**config.mk**
```make
export PLATFORM = sky130hd
export DESIGN_NAME = limb_fma
export DESIGN_NICKNAME = d
export VERILOG_FILES = /design/src/hdl/mp_types_pkg.sv /design/src/hdl/limb_fma.sv
export VERILOG_INCLUDE_DIRS = /design/src /design/src/hdl
export SDC_FILE = /design/constraint.sdc
export NUM_CORES = 2
export LEC_CHECK = 0
export BUFFER_PORTS_ARGS = -buffer_cell sky130_fd_sc_hd__buf_2
export CAP_MARGIN = 10
export CORE_AREA = 2 2 366 187
export DETAILED_ROUTE_END_ITERATION = 7
export DIE_AREA = 0 0 368 189
export GPL_ROUTABILITY_DRIVEN = 0
export PLACE_DENSITY_LB_ADDON = 0.25
export SLEW_MARGIN = 15
export SYNTH_ARGS = -nofsm -noshare
export SYNTH_HDL_FRONTEND = slang
export SYNTH_SLANG_ARGS = --single-unit
```
**constraint.sdc**
```tcl
create_clock -name clk -period 7.3 [get_ports clk]
set_input_delay 0.73 -clock clk [delete_from_list [all_inputs] [get_ports clk]]
set_output_delay 0.73 -clock clk [all_outputs]
set_load 0.05 [all_outputs]
```
**src/hdl/mp_settings.svh**
```systemverilog
`ifndef MP_SETTINGS_SVH
`define MP_SETTINGS_SVH

// width of one operand limb in bits
`define MP_LIMB_W 32

// limbs per operand, product has twice as many
// 2, 4 or 8 limbs give a working array
`define MP_LIMBS 4

`endif

```
**src/hdl/mp_types_pkg.sv**
```systemverilog
`include "mp_settings.svh"

package mp_types_pkg;

   // one operand limb
   typedef logic [`MP_LIMB_W-1:0] limb_t;

   // double limb, wide enough for a limb product plus two addends
   typedef logic [2*`MP_LIMB_W-1:0] dlimb_t;

   // hi first so it sits on the upper bits of the word
   typedef struct packed {
      limb_t hi;
      limb_t lo;
   } limb_pair_s;

   // lane result or collector sum
   // written whole, read back as carry and output limb
   typedef union packed {
      dlimb_t     full;
      limb_pair_s half;
   } limb_pair_u;

endpackage

```
**src/hdl/limb_fma.sv**
```systemverilog
`timescale 1ns/1ns
`include "mp_settings.svh"

module limb_fma (
   input  logic                clk,
   input  logic                rst,
   input  logic                a_shift,
   input  logic                clear,
   input  logic                step,
   input  mp_types_pkg::limb_t a_in,
   input  mp_types_pkg::limb_t b_bcast,
   input  mp_types_pkg::limb_t r_next,
   output mp_types_pkg::limb_t a_out,
   output mp_types_pkg::limb_t r_out,
   output mp_types_pkg::limb_t h_out,
   output mp_types_pkg::limb_t lo_out
);
   import mp_types_pkg::*;

   limb_t      a_reg;
   limb_t      r_reg;
   limb_t      h_reg;
   limb_pair_u t;

   // a*b + r + h stays below 2^(2w), no overflow
   always_comb begin
      t.full = dlimb_t'(a_reg) * dlimb_t'(b_bcast) + dlimb_t'(r_reg) + dlimb_t'(h_reg);
   end

   assign a_out  = a_reg;
   assign r_out  = r_reg;
   assign h_out  = h_reg;
   assign lo_out = t.half.lo;

   // A limb, takes the upper neighbour's limb on each load
   always_ff @(posedge clk) begin
      if (a_shift) begin
         a_reg <= a_in;
      end
   end

   // running limb moves down one lane per step, carry stays put
   always_ff @(posedge clk or negedge rst) begin
      if (!rst) begin
         r_reg <= '0;
         h_reg <= '0;
      end else if (clear) begin
         r_reg <= '0;
         h_reg <= '0;
      end else if (step) begin
         r_reg <= r_next;
         h_reg <= t.half.hi;
      end
   end

   clear_step_excl: assert property (
      @(posedge clk) disable iff (!rst) !(clear && step)
   ) else $error("lane saw clear and step in the same cycle");

endmodule

```
## Word level (Yosys, flattened, before mapping)

Index checks and enable logic that the tools add are counted.

| storage, ports and cells | value |
|---|---|
| flip-flop bits (word level) | 96 |
| output and inout port bits | 128 |
| word-level logic and storage cells | 11 |
| bits of input ports | 101 |

| cells by class | value |
|---|---|
| muxes and demuxes | 4 |
| $add $sub $neg | 2 |
| multipliers | 1 |
| reduce and logical (&&, ||, !) cells | 1 |

Operators with widths:

| operator | count |
|---|---|
| 64-bit by 32-bit adder with 64-bit output | 2 |
| 32-bit 2-to-1 mux | 4 |
| 32-bit by 32-bit multiplier with 64-bit output | 1 |
| 2-bit nonzero test | 1 |

## Depth between registers and ports, before layout

| logic depth | value |
|---|---|
| depth in word-level cells | 5 |
| mapped depth | 29 |

## Worst setup path after synthesis

OpenSTA, ideal clock, no wires.

| timing path | value |
|---|---|
| path kind | register -> output |
| start point | register a_reg[18] (netlist: a_out[18]) |
| end point | output lo_out[30] |
| setup slack | -0.893 ns |
| stages on the path, launching flop included | 25 |
| data arrival time | 7.463 ns |
| cell sequence | edfxtp_1 clkbuf_1 nand2_1 fa_1 fa_1 fa_1 fa_1 inv_1 fa_1 inv_1 fa_1 inv_1 fa_1 inv_1 fa_1 inv_1 ha_1 inv_1 o21bai_1 a21oi_1 o211ai_1 nand4_1 o311ai_2 a21boi_0 xnor2_1 |

| on the way | value |
|---|---|
| longest elaborated chain between the ends | 3 |

Ends and longest elaborated chain:

| item | RTL line | source |
|---|---|---|
| start: declaration | limb_fma.sv:20 | `limb_t a_reg;` |
| start signal: assignment | limb_fma.sv:38 | `a_reg <= a_in;` |
| 32-bit by 32-bit multiplier with 64-bit output | limb_fma.sv:27 | `t.full = dlimb_t'(a_reg) * dlimb_t'(b_bcast) + dlimb_t'(r_reg) + dlimb_t'(h_reg);` |
| 64-bit by 32-bit adder with 64-bit output (2 in a row) | limb_fma.sv:27 |  |
| end: declaration | limb_fma.sv:16 | `output mp_types_pkg::limb_t lo_out` |

No other way between the ends.

## Final worst setup path

| timing path | value |
|---|---|
| start point | input b_bcast[1] |
| end point | output lo_out[31] |

| on the way | value |
|---|---|
| longest elaborated chain between the ends | 3 |

Ends and longest elaborated chain:

| item | RTL line | source |
|---|---|---|
| start: declaration | limb_fma.sv:11 | `input mp_types_pkg::limb_t b_bcast,` |
| 32-bit by 32-bit multiplier with 64-bit output | limb_fma.sv:27 |  |
| 64-bit by 32-bit adder with 64-bit output (2 in a row) | limb_fma.sv:27 |  |

No other way between the ends.

==> results_dict.tcl <==
set metrics [dict create \
    htree_levels 3 \
    n_fill_cell 4817 \
    num_rows 67 \
    setup_ws_ns -0.824 \
    register_area_um2 2560 \
    rsz0062_at_grt "true" \
    finalCritPeriodShare_pct 111 \
    die_area_um2 69600 \
    path_clk_slew_ns 0.11 \
    cp_max_fo 11 \
    via_per_inst 5.59 \
    syn2layout_area_growth_pct 19.7 \
    yosysWarnings 0 \
    globalRoute.totalOverflow 0 \
    hold_violations 0 \
    worstMarginPinSlew_ns 1.06 \
    failed_checks "negative setup slack" \
    die_w_um 368 \
    skew_ns 0.0243 \
    routed_wl_mm 130 \
    vias 31500 \
    drcViolationCount 0 \
    portBuffers 228 \
    start_kind "input pin" \
    start_util_pct 58.6 \
    synth_area_per_cell_um2 9.15 \
    pre_cts_ws_ns -0.879 \
    synth_edf_count 32 \
    synth_cell_type_count 76 \
    finalNetCount 6074 \
    setup_viol 51 \
    use_met3_pct 25.1 \
    arrival_ns 7.39 \
    ios 229 \
    async_flop_share_pct 66.7 \
    drive_gt1_share_pct 21.2 \
    cts_sinks 96 \
    wire_per_inst_um 23.1 \
    place_area_um2 44300 \
    grt_pass1_wl_mm 198 \
    period_needed_ns 8.12 \
    outcome "complete, but fails checks" \
    synth_fp_nets 5578 \
    dpl.hpwl_mm 110 \
    hold_path_class "in -> reg" \
    grt_use_met2_pct 46.8 \
    drtIter0Drc 3650 \
    cts_max_path_buffers 2 \
    antenna_found_initial 5 \
    root_buffer "clkbuf_16" \
    worst-setup-path-type "in -> out" \
    end_kind "primary output" \
    synth-seq-area-share_pct 6.60 \
    grt_usage_pct 38.6 \
    cts_made_buffers 9 \
    netlist_instances 4242 \
    drv_cap 0 \
    grt_busiest_layer "met1" \
    globalRouteMet1Util_pct 56.5 \
    fin_tns_setup_ns -22.93 \
    max-slew-margin-rel_pct 29.3 \
    multi_input_area_um2 32900 \
    final_util_pct 70.2 \
    dieHeight_um 189 \
    ys_ff_latch 96 \
    grt_pass1_vias 32500 \
    synthFlopType "dfrtp_1" \
    syn_area_um2 38800 \
    clkLatencyLatePin_ns 0.47 \
    max_freq_mhz 123 \
    stdcell_area_um2 46500 \
    maxSlewViolCount 0 \
    core_area_um2 66200 \
    cts_tree "built" \
    drt_first_pass_iters 6 \
    drtAntennaViolNets 0 \
    grt_max_degree 65 \
    required_ns 6.57 \
]
## registers in the layout, summed over array words and instances (netlist names)
register,cells
h_out,32
r_out,32
a_out,32
## kinds of logic (layout without fill, tap and decap cells)
family | Yosys count | in the layout | share of synthesized area (%)
other cells | 0 | 1 | 0
compound gates | 259 | 259 | 4.58
mux | 36 | 36 | 0.928
xor+xnor | 45 | 45 | 1.02
buf+inv | 1297 | 1798 | 12.6
fa+ha+maj | 1235 | 1235 | 58.4
flops | 96 | 96 | 6.60
simple gates | 1274 | 1274 | 15.9
## what timing repair did
item	CTS	global route
pin swaps	136	55
endpoints found under the setup margin	50	54
hold buffers	0	0
resized for setup	249	91
gates cloned	1	1
setup buffers	50	14
## cell usage after synthesis (5+ instances only)
cell	count	area [µm²]
a211oi_1	5	37.5
a21o_1	35	263
a21oi_1	74	370
a221o_1	7	70.1
a31oi_1	12	75.1
and2_1	453	2830
and3_1	7	43.8
clkbuf_1	226	848
dfrtp_1	64	1600
edfxtp_1	32	961
fa_1	959	19200
ha_1	276	3450
inv_1	1060	3980
mux2i_1	36	360
nand2_1	637	2390
nand3_1	18	90.1
nand3b_1	5	37.5
nand4_1	25	156
nor2_1	81	304
nor3_1	15	75.1
o21ai_0	36	180
o21bai_1	27	203
o31ai_1	10	75.1
or3_1	10	62.6
xnor2_1	25	219
xor2_1	20	175
## area by class of cell
type                    instances  share of cell area [%]
clock inverters                 7                   0.213
repair buffers                721                    12.0
inverters                    1061                    8.57
diodes                          1                 0.00538
flip-flops and latches         96                    5.51
multi-input cells            2849                    70.7
well taps                     897                    2.41
clock buffers                   9                   0.485
## metal layers
metal / routed length (µm) / vias up
met5: 356 / -
met4: 2710 / 8
met3: 25800 / 214
met2: 48000 / 2239
met1: 53200 / 15800
li1: - / 13300
## worst max-delay path, stage by stage
cell      delay, ns
buf_4          0.25
buf_4          0.19
nand2_4        0.05
fa_1           0.50
fa_1           0.56
inv_1          0.05
fa_1           0.49
inv_2          0.04
fa_1           0.47
inv_1          0.09
ha_2           0.17
inv_2          0.04
fa_1           0.48
inv_1          0.06
fa_1           0.52
inv_1          0.06
fa_2           0.59
inv_2          0.06
ha_4           0.30
nand4_1        0.18
or3_4          0.38
a21o_1         0.21
a311oi_4       0.35
o21ai_2        0.13
nand2_2        0.11
xor2_4         0.16
buf_8          0.16
## cell usage in the layout (no fill, tap or decap), drive strengths merged, types with 4 or more instances in the layout
master and n:
or3 10, a21o 36, ha 276, a21boi 5, and3 10, o21bai 27
xor2 20, nand2 637, a31oi 13, nand3 19, nand4 25, inv 1066
o2111a 4, nor2 81, edfxtp 32, fa 959, a221o 7, o2111ai 4
a21oi 75, nand3b 5, a211oi 5, xnor2 25, clkbuf 11, mux2i 36
buf 719, and2 454, nor3 15, o21ai 40, o31ai 10, dfrtp 64
o211ai 6
## path summary, 6_finish.rpt
| path | endpoint | cells after the start | startpoint | slack, ns |
|---|---|---|---|---|
| setup / recovery | lo_out[31] | 27 | b_bcast[1] | -0.82 |
| hold / removal | a_out[28] | 1 | a_in[28] | 0.43 |
| setup reg to reg | h_out[25] | 28 | a_out[11] | -0.59 |
| hold reg to reg | h_out[22] | 2 | h_out[22] | 0.54 |
| max in group asynchronous | r_out[16] | 2 | rst | 6.21 |
| min in group asynchronous | r_out[23] | 2 | rst | 0.47 |
## per-stage QoR
stage                     cells  hold WS [ns]
after detailed placement   5568         0.513
final                      5641         0.426
after global routing       5640         0.432
after global placement     5568         0.493
after floorplan            4242         0.434
after CTS                  5627         0.414
Power is not shown: default switching activity piles up to over one toggle a cycle in this logic, so the estimate is an artifact.
