File: src/hdl/mp_settings.svh
`ifndef MP_SETTINGS_SVH
`define MP_SETTINGS_SVH

// width of one operand limb in bits
`define MP_LIMB_W 32

// limbs per operand, product has twice as many
// 2, 4 or 8 limbs give a working array
`define MP_LIMBS 4

`endif

File: src/hdl/mp_types_pkg.sv
`include "mp_settings.svh"

package mp_types_pkg;

   // one operand limb
   typedef logic [`MP_LIMB_W-1:0] limb_t;

   // double limb, wide enough for a limb product plus two addends
   typedef logic [2*`MP_LIMB_W-1:0] dlimb_t;

   // hi first so it sits on the upper bits of the word
   typedef struct packed {
      limb_t hi;
      limb_t lo;
   } limb_pair_s;

   // lane result or collector sum
   // written whole, read back as carry and output limb
   typedef union packed {
      dlimb_t     full;
      limb_pair_s half;
   } limb_pair_u;

endpackage

File: src/hdl/result_collector.sv
`timescale 1ns/1ns
`include "mp_settings.svh"

module result_collector (
   input  logic                              clk,
   input  logic                              rst,
   input  logic                              step,
   input  logic                              drain,
   input  mp_types_pkg::limb_t               emit,
   input  logic [`MP_LIMBS*`MP_LIMB_W-1:0]   r_vec,
   input  logic [`MP_LIMBS*`MP_LIMB_W-1:0]   h_vec,
   output logic                              p_valid,
   output mp_types_pkg::limb_t               p_limb,
   output logic                              p_last
);
   import mp_types_pkg::*;

   logic [$clog2(`MP_LIMBS)-1:0] k;
   logic                         k_last;
   limb_t                        carry;
   limb_t                        r_k;
   limb_t                        h_k;
   limb_pair_u                   sum;

   // lane k residue for upper limb k
   assign r_k = r_vec[k*`MP_LIMB_W +: `MP_LIMB_W];
   assign h_k = h_vec[k*`MP_LIMB_W +: `MP_LIMB_W];

   assign k_last = (k == `MP_LIMBS - 1);

   // carry out of this limb is never more than one
   always_comb begin
      sum.full = dlimb_t'(r_k) + dlimb_t'(h_k) + dlimb_t'(carry);
   end

   // low product limbs during step and upper ones during drain
   always_ff @(posedge clk) begin
      if (step) begin
         p_limb <= emit;
      end else if (drain) begin
         p_limb <= sum.half.lo;
      end
   end

   always_ff @(posedge clk or negedge rst) begin
      if (!rst) begin
         p_valid <= 1'b0;
         p_last  <= 1'b0;
         k       <= '0;
         carry   <= '0;
      end else begin
         p_valid <= step | drain;
         p_last  <= drain & k_last;
         if (step) begin
            // carry pass of a new run starts from lane 0
            k     <= '0;
            carry <= '0;
         end else if (drain) begin
            k     <= k + 1'b1;
            carry <= sum.half.hi;
         end
      end
   end

   // the full product fits 2*MP_LIMBS limbs, so nothing is left over
   final_carry_zero: assert property (
      @(posedge clk) disable iff (!rst) p_last |-> carry == '0
   ) else $error("carry left over after the top product limb");

endmodule

File: config.mk
export PLATFORM = sky130hd
export DESIGN_NAME = result_collector
export DESIGN_NICKNAME = d
export VERILOG_FILES = /design/src/hdl/mp_types_pkg.sv /design/src/hdl/result_collector.sv
export VERILOG_INCLUDE_DIRS = /design/src /design/src/hdl
export SDC_FILE = /design/constraint.sdc
export NUM_CORES = 1
export LEC_CHECK = 0
export BUFFER_PORTS_ARGS = -buffer_cell sky130_fd_sc_hd__buf_2
export CORE_AREA = 2 2 125 127
export DETAILED_ROUTE_END_ITERATION = 8
export DIE_AREA = 0 0 127 129
export GPL_ROUTABILITY_DRIVEN = 1
export PLACE_DENSITY = 0.7
export SETUP_SLACK_MARGIN = 0.02
export SLEW_MARGIN = 30
export SYNTH_ARGS = -nofsm -noshare
export SYNTH_HDL_FRONTEND = slang
export SYNTH_SLANG_ARGS = --single-unit
export TNS_END_PERCENT = 5
File: constraint.sdc
create_clock -name clk -period 3.9 [get_ports clk]
set_input_delay 0.585 -clock clk [delete_from_list [all_inputs] [get_ports clk]]
set_output_delay 0.585 -clock clk [all_outputs]
set_load 0.03 [all_outputs]
# After elaboration in Yosys (flattened, before gate mapping)
# Cells that the tools add are included.
[classes]
n_lt_le_gt_ge = 0
muxes = 6
n_shift = 2
reduce_logical = 1
mul = 0
n_div = 0
bitwise = 2
n_eq_ne = 1
n_addsub = 3
[ops]
columns = ["operator", "n"]
rows = [
  ["128-bit by 8-bit indexed part select with 32-bit output", 2],
  ["32-bit two-way mux", 4],
  ["33-bit by 32-bit adder with 34-bit output", 1],
  ["32-bit by 32-bit adder with 33-bit output", 1],
  ["2-bit two-way mux", 2],
  ["2-bit by 1-bit adder with 2-bit output, second input constant", 1],
  ["2-bit equality test, second input constant", 1],
  ["2-bit nonzero test", 1],
  ["1-bit bitwise AND", 1],
  ["1-bit bitwise OR", 1],
]
[word_totals]
ff_bits = 68
mem_count = 0
mem_bits_rw = 0
romBits = 0
input_bits = 292
latchBits = 0
elab_cells = 20

# Depth between registers and ports, before layout
[depth]
ltp_word = 5
depth_mapped = 15
mapped_depth_nobuf = 14

# Worst setup path after synthesis
# OpenSTA, ideal clock, no wires.
[synth_path]
path_kind = "reg2reg"
startpoint = "register k[0]"
endpoint = "register p_limb[31], data pin"
period_less_slack_ns = 4.344
arrival_ns = 4.206
stages_incl_launch_ff = 15
n_path_buf = 2
t_required_ns = 3.762
setup_slack_ns = -0.444
cell_sequence = "dfrtp_1 > clkbuf_1 > buf_2 > mux4_2 > fa_1 > ha_1 > inv_1 > fa_1 > and2b_1 > o2111ai_1 > a21o_1 > o2111ai_1 > nand3b_1 > or4_1 > nand4_1"
[synth_via]
elab_chain_cells = 5
elab_cells_between_ends = 6
classes_between = "2 x add/sub; 2 x shift; 2 x mux"
[synth_rtl]
columns = ["element", "line_no", "text"]
rows = [
  ["start, declared", "result_collector.sv:18", "logic [$clog2(`MP_LIMBS)-1:0] k;"],
  ["start signal, assigned", "result_collector.sv:59", "k <= k + 1'b1;"],
  ["128-bit by 8-bit indexed part select with 32-bit output, on equally long branches", "result_collector.sv:26, result_collector.sv:27", ""],
  ["32-bit by 32-bit adder with 33-bit output (*)", "result_collector.sv:33", "sum.full = dlimb_t'(r_k) + dlimb_t'(h_k) + dlimb_t'(carry);"],
  ["33-bit by 32-bit adder with 34-bit output (*)", "result_collector.sv:33", ""],
  ["32-bit two-way mux (*)", "result_collector.sv:40", "end else if (drain) begin"],
  ["32-bit two-way mux (*)", "result_collector.sv:38", "if (step) begin"],
  ["end signal, assigned", "result_collector.sv:39", "p_limb <= emit;"],
  ["end signal, assigned", "result_collector.sv:41", "p_limb <= sum.half.lo;"],
  ["end, declared", "result_collector.sv:13", "output mp_types_pkg::limb_t p_limb,"],
]
# Mark *: on every way between the ends. The rest lies on a longest branch, timed or not. The select of a mux whose other input is x is not followed.
# A chain may end at the register's enable or synchronous reset.

# Worst setup path after layout
# Ends and elaborated chain as after synthesis.

==> out/metrics.yaml <==
floorplanning:
  initial_core_util_pct: 35.2
  num_rows: 45
  die_area_mm2: 0.0164
  ioPinCount: 326
  die_width_um: 127
  coreArea_mm2: 0.0150
  die_h_um: 129
routing:
  drc_errors: 0
  drt_iter0_markers: 279
  drt-total-wl_um: 18300
  ant_nets: 0
  firstDrtPassIters: 4
  via_per_inst: 5.34
  route.vias.total: 5678
  wl_per_cell_um: 17.2
clocking:
  max-clock-path-buffers: 2
  cts-root-buf: "clkbuf_16"
  worstSkewPairLatency_ns: 0.28
  cts_max_level: 2
  cts_hold_buf: 0
  cts_buffers: 5
  cts_sinks: 38
  path_clk_slew_ns: 0.06
  cts_tree: "built"
sta:
  setup_tns_ns: 0
  hold_viol_final: 0
  worst_clock_skew_ns: 0.00519
  final.period_utilization_pct: 97.9
  tightest_slew_ns: 0.601
  hold_slack_ns: 0.114
  setup_violations: 0
  max_freq_mhz: 262
  period_minus_slack_ns: 3.82
  max_slew_margin_pct: 59.9
  slew_violations: 0
  rsz0062_at_grt: "true"
  setup_slack_ns: 0.0817
worst_setup_path:
  path_cells: "mux4_2 > fa_1 > ha_2 > inv_2 > fa_2 > and2b_1 > o2111ai_2 > a21o_1 > o2111ai_2 > nand3b_1 > or4_1 > nand4_1"
  arrival_ns: 3.97
  endpoint_kind: "flop"
  slowest_stage: "mux4_2"
  crit_path_start_kind: "flop"
  worstPathRequired_ns: 4.05
  crit_family: "adder cells"
  worstSetupPathType: "flop to flop"
  critPathBufInv: 1
  slowest_delay_ns: 0.55
  critPathMostFrequentCell: "o2111ai_2"
  worstPathMaxFanout: 7
placed_design:
  place_ws_ns: -0.119
  dp_hpwl_um: 14900
  portBuffers: 325
  dpl_cell_area_mm2: 0.00745
  routabilityCongestion: 0.889
job:
  maxCapViolations: 0
synth:
  yosysSeqAreaShare_pct: 21.1
  ys_warn_count: 0
  synth_cell_type_count: 59
  synth_seq_cells: 38
  syn_nets: 856
  synth_area_mm2: 0.00527
  async_flop_share_pct: 15.8
  synth_top_cell_area_share_pct: 27.4
  synth_area_leaders: "mux4_2 27%, edfxtp_1 18%, ha_1 15%"
  synth_edf_count: 32
  syn_area_per_cell_um2: 10.6
  ys.flop_type: "edfxtp_1"
  synthCells: 499
  synth_area_leader_cell: "mux4_2"
final_layout:
  final_common_cell: "buf_2"
  multi_input_area_mm2: 0.00414
  regArea_mm2: 0.00112
  nFillCells: 1409
  final_cell_mix: "325 x buf_2, 64 x mux4_2, 63 x buf_4, 59 x nand2_1, 53 x ha_1"
  synthToLayoutAreaGrowth_pct: 51.5
  layout-drive-gt1-share_pct: 57.5
  final_area_mm2: 0.00798
  diodes: 0
  final_core_util_pct: 53.3
  layout.nets: 1231
global_routing:
  use_met2_pct: 37.2
  gr-usage-met3_pct: 3.24
  met1_usage_pct: 25.7
  grt_pass1_vias: 5549
  grt_overflow: 0
  grt_pass1_wl_um: 26900
  grt_max_degree: 35
  grt_busiest_layer: "met2"
  grt_antenna_before_repair: 0
  grt_usage_pct: 20.5
pwr:
  peakVddDrop_mv: 0.176
  power_density_mw_per_mm2: 434
  p_leak_nw: 3.72
run_status:
  outcome: "completed"
worst_hold_path:
  min_path_type: "input pin to async pin"
worst reg2reg max path, delay by kind of cell, from the launching register on:
kind	cells	cell delay, ns
AO/OA/AOI/OAI	3	0.55
multiplexers	1	0.56
adder cells (fa/ha/maj)	3	1.04
AND/OR/NAND/NOR	4	0.95
flip-flops	1	0.53
buffers and inverters	1	0.04
power breakdown:
| group | switching [W] | leakage (nW) | internal, W |
|---|---|---|---|
| registers | 0.0000333 | 0.406 | 0.000585 |
| logic | 0.00131 | 3.24 | 0.00112 |
| clock network | 0.000162 | 0.0739 | 0.000254 |
per-layer routing:
| metal | wire length (um) | up-vias |
|---|---|---|
| li1 | - | 2744 |
| met1 | 7470 | 2689 |
| met2 | 9380 | 220 |
| met3 | 1130 | 25 |
| met4 | 306 | 0 |
| met5 | 0 | - |
synthesized netlist by cell type (7+ instances only):
master and number:
a21o_1 10, edfxtp_1 32, xnor2_1 12, buf_2 8, nand2_1 59, nand4_1 7
xor2_1 10, ha_1 62, o21a_1 7, nor3_1 9, nand3_1 9, clkbuf_1 21
nor2_1 20, a21oi_1 33, o21ai_0 36, inv_1 16, mux4_2 64
through the flow:
step / std cells / total power [W]
after floorplan: 499 / 0.00212
after global placement: 1036 / 0.00288
after detailed placement: 1036 / 0.00291
after CTS: 1046 / 0.00334
after global routing: 1063 / 0.00373
final: 1063 / 0.00346
cells by family after synthesis:
logic type	Yosys count	share of synthesized area, %
xor+xnor	22	3.66
simple gates	126	11.1
fa+ha+maj	65	15.9
buf+inv	46	3.47
mux	68	28.2
compound gates	134	16.5
flops	38	21.1
final timing paths:
| kind | startpoint | depth (start not counted) | endpoint | slack [ns] |
|---|---|---|---|---|
| setup / recovery | k[0]$_DFFE_PN0P_ | 12 | p_limb[31]$_DFFE_PP_ | 0.08 |
| hold / removal | rst | 1 | k[0]$_DFFE_PN0P_ | 0.11 |
| setup reg to reg | k[0]$_DFFE_PN0P_ | 12 | p_limb[31]$_DFFE_PP_ | 0.08 |
| hold reg to reg | carry[0]$_DFFE_PN0P_ | 2 | carry[0]$_DFFE_PN0P_ | 0.60 |
| max in group asynchronous | rst | 1 | k[0]$_DFFE_PN0P_ | 3.63 |
| min in group clk | emit[16] | 3 | p_limb[16]$_DFFE_PP_ | 0.58 |
state kept, by name, summed over array words and instances (netlist names):
register,flops
carry,2
k,2
p_last,1
p_limb,32
p_valid,1
final cells by class:
cell class	instances	share of cell area, %
Clock inverter	1	0.0627
Sequential cell	38	14.0
Tap cell	188	2.95
Multi-Input combinational cell	415	51.9
Inverter	17	0.800
Clock buffer	7	1.79
Timing Repair Buffer	397	28.5
timing repair:
action	in CTS	in global routing
gates cloned	0	3
resized for setup	0	30
hold endpoints to repair	0	0
buffers inserted	2	14
pin swaps	0	17
endpoints found under the setup margin	2	17
Power figures use the tool's default switching activity.
