**src/hdl/mp_settings.svh**
```systemverilog
`ifndef MP_SETTINGS_SVH
`define MP_SETTINGS_SVH

// width of one operand limb in bits
`define MP_LIMB_W 32

// limbs per operand, product has twice as many
// 2, 4 or 8 limbs give a working array
`define MP_LIMBS 4

`endif

```
**src/hdl/mp_ctrl_pkg.sv**
```systemverilog
package mp_ctrl_pkg;

   // sequencer phases of one multiplication
   // idle   waits for start, operand loading allowed
   // clear  zeroes running limbs and carries in every lane
   // step   one B limb per cycle, one low product limb retired
   // drain  collector ripples the lane residue into the upper limbs
   typedef enum logic [1:0] {
      PH_IDLE  = 2'd0,
      PH_CLEAR = 2'd1,
      PH_STEP  = 2'd2,
      PH_DRAIN = 2'd3
   } seq_phase_e;

endpackage

```
**src/hdl/mp_types_pkg.sv**
```systemverilog
`include "mp_settings.svh"

package mp_types_pkg;

   // one operand limb
   typedef logic [`MP_LIMB_W-1:0] limb_t;

   // double limb, wide enough for a limb product plus two addends
   typedef logic [2*`MP_LIMB_W-1:0] dlimb_t;

   // hi first so it sits on the upper bits of the word
   typedef struct packed {
      limb_t hi;
      limb_t lo;
   } limb_pair_s;

   // lane result or collector sum
   // written whole, read back as carry and output limb
   typedef union packed {
      dlimb_t     full;
      limb_pair_s half;
   } limb_pair_u;

endpackage

```
**src/hdl/operand_sequencer.sv**
```systemverilog
`timescale 1ns/1ns
`include "mp_settings.svh"

module operand_sequencer (
   input  logic                clk,
   input  logic                rst,
   input  logic                a_wr,
   input  logic                b_wr,
   input  logic                start,
   input  logic                p_last,
   input  mp_types_pkg::limb_t b_limb,
   output logic                busy,
   output logic                a_shift,
   output logic                clear,
   output logic                step,
   output logic                drain,
   output mp_types_pkg::limb_t b_bcast
);
   import mp_types_pkg::*;
   import mp_ctrl_pkg::*;

   seq_phase_e                 phase;
   logic [$clog2(`MP_LIMBS):0] cnt;
   logic                       cnt_last;
   logic                       b_shift;
   limb_t                      b_buf [`MP_LIMBS];

   assign busy = (phase != PH_IDLE);

   // host writes only land while idle
   assign a_shift = a_wr & ~busy;
   assign b_shift = b_wr & ~busy;

   assign clear = (phase == PH_CLEAR);
   assign step  = (phase == PH_STEP);
   // drain runs for MP_LIMBS cycles, then waits on the collector
   assign drain = (phase == PH_DRAIN) && (cnt != `MP_LIMBS);

   assign cnt_last = (cnt == `MP_LIMBS - 1);

   // broadcast limb j during step j
   assign b_bcast = step ? b_buf[cnt[$clog2(`MP_LIMBS)-1:0]] : '0;

   // B buffer shifts down like the lane chain
   always_ff @(posedge clk) begin
      if (b_shift) begin
         for (int i = 0; i < `MP_LIMBS - 1; i++) begin
            b_buf[i] <= b_buf[i + 1];
         end
         b_buf[`MP_LIMBS - 1] <= b_limb;
      end
   end

   always_ff @(posedge clk or negedge rst) begin
      if (!rst) begin
         phase <= PH_IDLE;
         cnt   <= '0;
      end else begin
         case (phase)
            PH_IDLE: begin
               if (start) begin
                  phase <= PH_CLEAR;
                  cnt   <= '0;
               end
            end
            PH_CLEAR: begin
               phase <= PH_STEP;
               cnt   <= '0;
            end
            PH_STEP: begin
               if (cnt_last) begin
                  phase <= PH_DRAIN;
                  cnt   <= '0;
               end else begin
                  cnt <= cnt + 1'b1;
               end
            end
            PH_DRAIN: begin
               if (drain) begin
                  cnt <= cnt + 1'b1;
               end else if (p_last) begin
                  // final limb is out so busy drops on this edge
                  phase <= PH_IDLE;
                  cnt   <= '0;
               end
            end
            default: begin
               phase <= PH_IDLE;
               cnt   <= '0;
            end
         endcase
      end
   end

   // collector flags its top limb one cycle after the last drain
   last_after_drain: assert property (
      @(posedge clk) disable iff (!rst) (phase == PH_DRAIN && !drain) |-> p_last
   ) else $error("collector did not flag the last limb right after drain");

   // p_last anywhere else would go unseen by the phase logic
   last_only_at_end: assert property (
      @(posedge clk) disable iff (!rst) p_last |-> (phase == PH_DRAIN && !drain)
   ) else $error("p_last arrived outside the end of a run");

endmodule

```
**config.mk**
```make
export PLATFORM = sky130hd
export DESIGN_NAME = operand_sequencer
export DESIGN_NICKNAME = d
export VERILOG_FILES = /design/src/hdl/mp_ctrl_pkg.sv /design/src/hdl/mp_types_pkg.sv /design/src/hdl/operand_sequencer.sv
export VERILOG_INCLUDE_DIRS = /design/src /design/src/hdl
export SDC_FILE = /design/constraint.sdc
export NUM_CORES = 1
export LEC_CHECK = 0
export BUFFER_PORTS_ARGS = -buffer_cell sky130_fd_sc_hd__buf_2
export CAP_MARGIN = 15
export CELL_PAD_IN_SITES_DETAIL_PLACEMENT = 1
export CELL_PAD_IN_SITES_GLOBAL_PLACEMENT = 2
export CORE_ASPECT_RATIO = 1.2
export CORE_MARGIN = 2
export CORE_UTILIZATION = 47
export CTS_BUF_LIST = sky130_fd_sc_hd__clkbuf_16
export DETAILED_ROUTE_END_ITERATION = 8
export GPL_ROUTABILITY_DRIVEN = 0
export GPL_TIMING_DRIVEN = 0
export HOLD_SLACK_MARGIN = 0.15
export PLACE_DENSITY_LB_ADDON = 0.1
export SLEW_MARGIN = 20
export SYNTH_ARGS = -nofsm -noshare
export SYNTH_HDL_FRONTEND = slang
export SYNTH_SLANG_ARGS = --single-unit
```
**constraint.sdc**
```tcl
create_clock -name clk -period 7.45 [get_ports clk]
set_input_delay 1.49 -clock clk [delete_from_list [all_inputs] [get_ports clk]]
set_output_delay 1.49 -clock clk [all_outputs]
set_load 0.02 [all_outputs]
```
# == Word level (Yosys, flattened, before mapping) ==
# Memory sizes are Yosys's and may differ from the RTL's.
# Cells that the tools add are included.
# Widths: inputs -> output; s select.
# classes
n_addsub,1
eq_ne,10
n_mux,13
bitwise_logic,3
reduce_logical,5
# op_table
operator,n
$mux 32,1
$mux 3,4
$pmux 3 s4,1
$mux 2,4
$pmux 2 s4,1
$ne 2x2->1 const B,3
$ne 3x3->1 const B,2
$eq 2x2->1 const B,2
$reduce_and 4->1,1
$add 3x1->3 const B,1
$eq 3x2->1 const B,1
$and 1x1->1,2
$eq 2x1->1 const B,1
$logic_not 2->1,1
$mux 1,2
$ne 2x1->1 const B,1
$reduce_and 2->1,1
$reduce_bool 2->1,1
$logic_and 1x1->1,1
$not 1->1,1
# word_totals
reg_bits,5
ramBits,128
input_bits,38
output_inout_bits,37
word_cells,35
n_memories,1
# memory_table
name,words,width,read_ports,rd_clocked_by_memory_dff,wr,line_no,source
b_buf,4,32,4,0,4,operand_sequencer.sv:26,limb_t b_buf [`MP_LIMBS];

# == Logic depth before layout (Yosys ltp) ==
# depth
ltp_word,5
ltp_mapped,7
depth_no_buf,5

# == Worst setup path before layout ==
# Ideal clock, no wire load.
# synth_path
path_type,input -> register
from,input port b_wr
to,"memory b_buf[0][0] (netlist bit), enable pin"
setup_ns,0.502
arrival_time_ns,4.408
t_required_ns,6.948
path_slack_ns,2.540
cell_stages,1
n_path_buf,0
path_cell_list,and2_1
# synth_rtl
item,line_no,source
"start, declared",operand_sequencer.sv:8,"input logic b_wr,"
"end, declared",operand_sequencer.sv:26,

# == Worst setup path after layout ==
# layout_path
from,register cnt[1]
to,output port drain
# layout_between
elab_chain_len,2
# layout_rtl
item,line_no,source
"start, declared",operand_sequencer.sv:23,logic [$clog2(`MP_LIMBS):0] cnt;
"start signal, assigned",operand_sequencer.sv:75,cnt <= cnt + 1'b1;
"start signal, assigned",operand_sequencer.sv:80,cnt <= cnt + 1'b1;
$ne 3x3->1 (no line),n/a,
$logic_and 1x1->1,operand_sequencer.sv:37,assign drain = (phase == PH_DRAIN) && (cnt != `MP_LIMBS);
"end, declared",operand_sequencer.sv:16,"output logic drain,"
# Every way passes these cells.

==> summary.md <==
| Metric | Value |
|---|---|
| Synth Cell Area | `5286 µm²` |
| Vias post-DR | `2624` |
| Clock latency on the worst-skew pair | `0.41 ns` |
| CORE AREA | `10980 µm²` |
| Final period util | `0.5204` |
| Post-synthesis compound-gate area fraction | `0.01349` |
| Pin count of the biggest net entering global routing | `60` |
| Initial Utilization | `0.4813` |
| CP dominant cell by count | `buf_2` |
| Fmax | `0.2579 GHz` |
| First-pass iteration count of the detailed router | `4` |
| Max-Cap Viols | `0` |
| Global-route wire length before repair | `15.15 mm` |
| CP Max Fanout | `10` |
| Vias in the first global route | `2764` |
| WP buf/inv | `4` |
| Power Total | `2.725 mW` |
| Grt ovf | `0` |
| Mux cell area share after synthesis | `0.1413` |
| Initial antenna violation count | `0` |
| Clock root buffer | `clkbuf_16` |
| Clock Skew | `0.01061 ns` |
| Final Hold Vio Count | `0` |
| Crit path cell chain | `clkbuf_1, buf_2, inv_1, ha_1, a21boi_0, buf_2` |
| Period minus WS final | `3.877 ns` |
| Flops & latches, synth | `133` |
| CTS tree | `built` |
| Synth Instances | `248` |
| IO Port Bufs | `74` |
| Worst stage delay on the critical path | `0.46 ns` |
| Rows | `42` |
| Static leakage | `2.402 nW` |
| Routed WL per cell | `19.24 µm` |
| VDD IR max | `0.0002334 V` |
| Worst setup margin | `3.573 ns` |
| Die area | `12120 µm²` |
| CP top delay family | `buffers and inverters` |
| Clock Path Buffers | `2` |
| Arrival time worst endpoint | `2.39 ns` |
| Crit Path Class | `reg2out` |
| Final setup violation count | `0` |
| Synthesis-to-layout area growth | `23.72%` |
| Worst slew margin | `0.6267` |
| I/O pin total | `75` |
| Largest family of logic cells by synthesized area | `multiplexers` |
| Critical Path End Type | `output port` |
| Hold Path Class | `reg2reg` |
| Syn Area/Cell | `21.32 µm²` |
| Post-Synth XOR/XNOR Area | `0` |
| Synth Area in Simple Gates | `0.04923` |
| Critical path data required time | `5.96 ns` |
| Syn nets | `295` |
| Via density | `5.388` |
| Gr usage total | `0.1720` |
| CTS buffer count | `17` |
| DR iter-0 viols | `167` |
| FF/Latch Area | `3969 µm²` |
| Setup TNS | `0 ns` |
| Max Slew Vio Count | `0` |
| Setup crit start kind | `flop` |
| Post-CTS repair timing setup buffer count | `0` |
| CTS H-tree depth | `4` |
| Pwr Density | `416.6 nW/µm²` |
| Sequential area share after synthesis | `0.7508` |
| Post-DP HPWL | `6.109 mm` |
| Chip width | `100.8 µm` |
| Status | `complete, no violations` |
| RSZ-0062 raised after global routing | `false` |
| Post-route ant nets | `0` |
| Slew at the pin closest to its max-slew limit | `0.5550 ns` |
| CTS sink cnt | `133` |
| Number of diodes | `0` |
| Post_cts resized | `0` |
| Reg clk slew, reported paths | `0.06 ns` |
| Adder-Cell Fraction of Synth Area | `0.02130` |
| Ys Warns | `0` |
| Drt drc | `0` |
| Area occupied by multi-input gates | `1194 µm²` |
| Die Y | `120.2 µm` |
| Fraction of layout cells with a size suffix above 1 | `0.4056` |
| Hold_buf cts | `0` |
| Pre-CTS WS | `3.973 ns` |
| Wirelength, routed | `9.368 mm` |
| Final #Nets | `390` |
| Fill cells | `960` |
| CP max-delay cell | `a21boi_0` |
| Synth unique cells | `25` |
-- cells in the mapped netlist (all sizes together) --
cell type | number | area share
edfxtp | 128 | 0.73
and2 | 34 | 0.040
mux4 | 32 | 0.14
ha | 9 | 0.021
inv | 8 | 0.0057
buf | 7 | 0.015
o21ai | 7 | 0.0066
dfrtp | 5 | 0.024
clkbuf | 4 | 0.0028
nor2 | 2 | 0.0014
nor2b | 2 | 0.0024
a211oi | 1 | 0.0014
a21boi | 1 | 0.0014
a21oi | 1 | 0.00095
a22oi | 1 | 0.0014
a2bb2oi | 1 | 0.0017
and4b | 1 | 0.0019
mux2 | 1 | 0.0021
nand3 | 1 | 0.00095
or2 | 1 | 0.0012
or3 | 1 | 0.0012
-- placed cells by master (no fill, tap or decap) --
cell type,n
dfrtp_1,5
bufinv_16,6
inv_1,9
a21oi_1,1
buf_8,1
or2_2,1
a2bb2oi_1,1
buf_16,2
buf_2,77
mux4_2,28
clkinv_2,2
a21boi_0,1
or3_1,1
clkbuf_1,4
nand3_1,1
clkinvlp_4,2
mux2_2,1
buf_12,2
clkinv_4,3
and2_1,33
clkbuf_16,17
o21ai_0,7
nor2_1,2
ha_1,9
mux4_1,4
a22oi_1,1
a211oi_1,1
and4b_1,1
and2_4,1
nor2b_1,2
buf_6,1
edfxtp_1,128
-- worst register-to-register path: cells and delay by family, from the launching register on --
family	cells	cell delay, ns
flip-flops	1	0.35
adder cells (fa/ha/maj)	1	0.20
buffers and inverters	3	0.71
AO/OA/AOI/OAI	3	0.86
-- worst paths after layout --
| check | startpoint | to | slack [ns] | depth (start not counted) |
|---|---|---|---|---|
| setup reg to reg | cnt[1] | cnt[1] | 5.24 | 7 |
| max in group asynchronous | rst | cnt[0] | 6.41 | 1 |
| hold / removal | b_buf[3][21] | b_buf[2][21] | 0.44 | 0 |
| setup / recovery | cnt[1] | drain | 3.57 | 6 |
| min in group asynchronous | rst | phase[0] | 0.89 | 1 |
| hold reg to reg | b_buf[3][21] | b_buf[2][21] | 0.44 | 0 |
-- flip-flops by register name, summed over array words and instances (netlist names) --
| register | count |
|---|---|
| b_buf | 128 |
| cnt | 3 |
| phase | 2 |
-- layout make-up --
| cell class | instances | area share |
|---|---|---|
| multi-input combinational | 96 | 0.1825 |
| clock buffer | 17 | 0.06505 |
| clock inverter | 14 | 0.03597 |
| timing repair buffer | 76 | 0.06505 |
| tap | 132 | 0.02525 |
| inverter | 8 | 0.004592 |
| sequential | 133 | 0.6068 |
| buffer | 11 | 0.01473 |
-- stage by stage --
stage / cell area, µm² / utilization / hold WS [ns] / cells
3_5_place_dp: 5879 / 0.5353 / 0.4306 / 456
6_report: 6540 / 0.5955 / 0.4408 / 487
3_3_place_gp: 5822 / 0.5301 / 0.4238 / 454
4_1_cts: 6540 / 0.5955 / 0.4423 / 487
5_1_grt: 6540 / 0.5955 / 0.4522 / 487
2_1_floorplan: 5286 / - / 0.4172 / 248
-- metal layers --
layer	wire [µm]	share of wire	track usage
met4	84	0.0090	0.07192
met2	4841	0.52	0.2667
met5	0	0	0
met3	315	0.034	0.04393
met1	4127	0.44	0.2331
-- power breakdown --
part / internal [mW] / leakage, nW / switching, mW
registers: 1.01 / 1.24 / 0.0603
clock network: 0.624 / 0.320 / 0.304
logic: 0.322 / 0.841 / 0.400
total: 1.96 / 2.40 / 0.765
-- kinds of logic (layout without fill, tap and decap cells) --
group / after synthesis / in the layout
buf+inv: 19 / 126
mux: 33 / 33
fa+ha+maj: 9 / 9
compound gates: 12 / 12
flops: 133 / 133
simple gates: 42 / 42
Note: power is estimated with default switching activity, not from simulation.
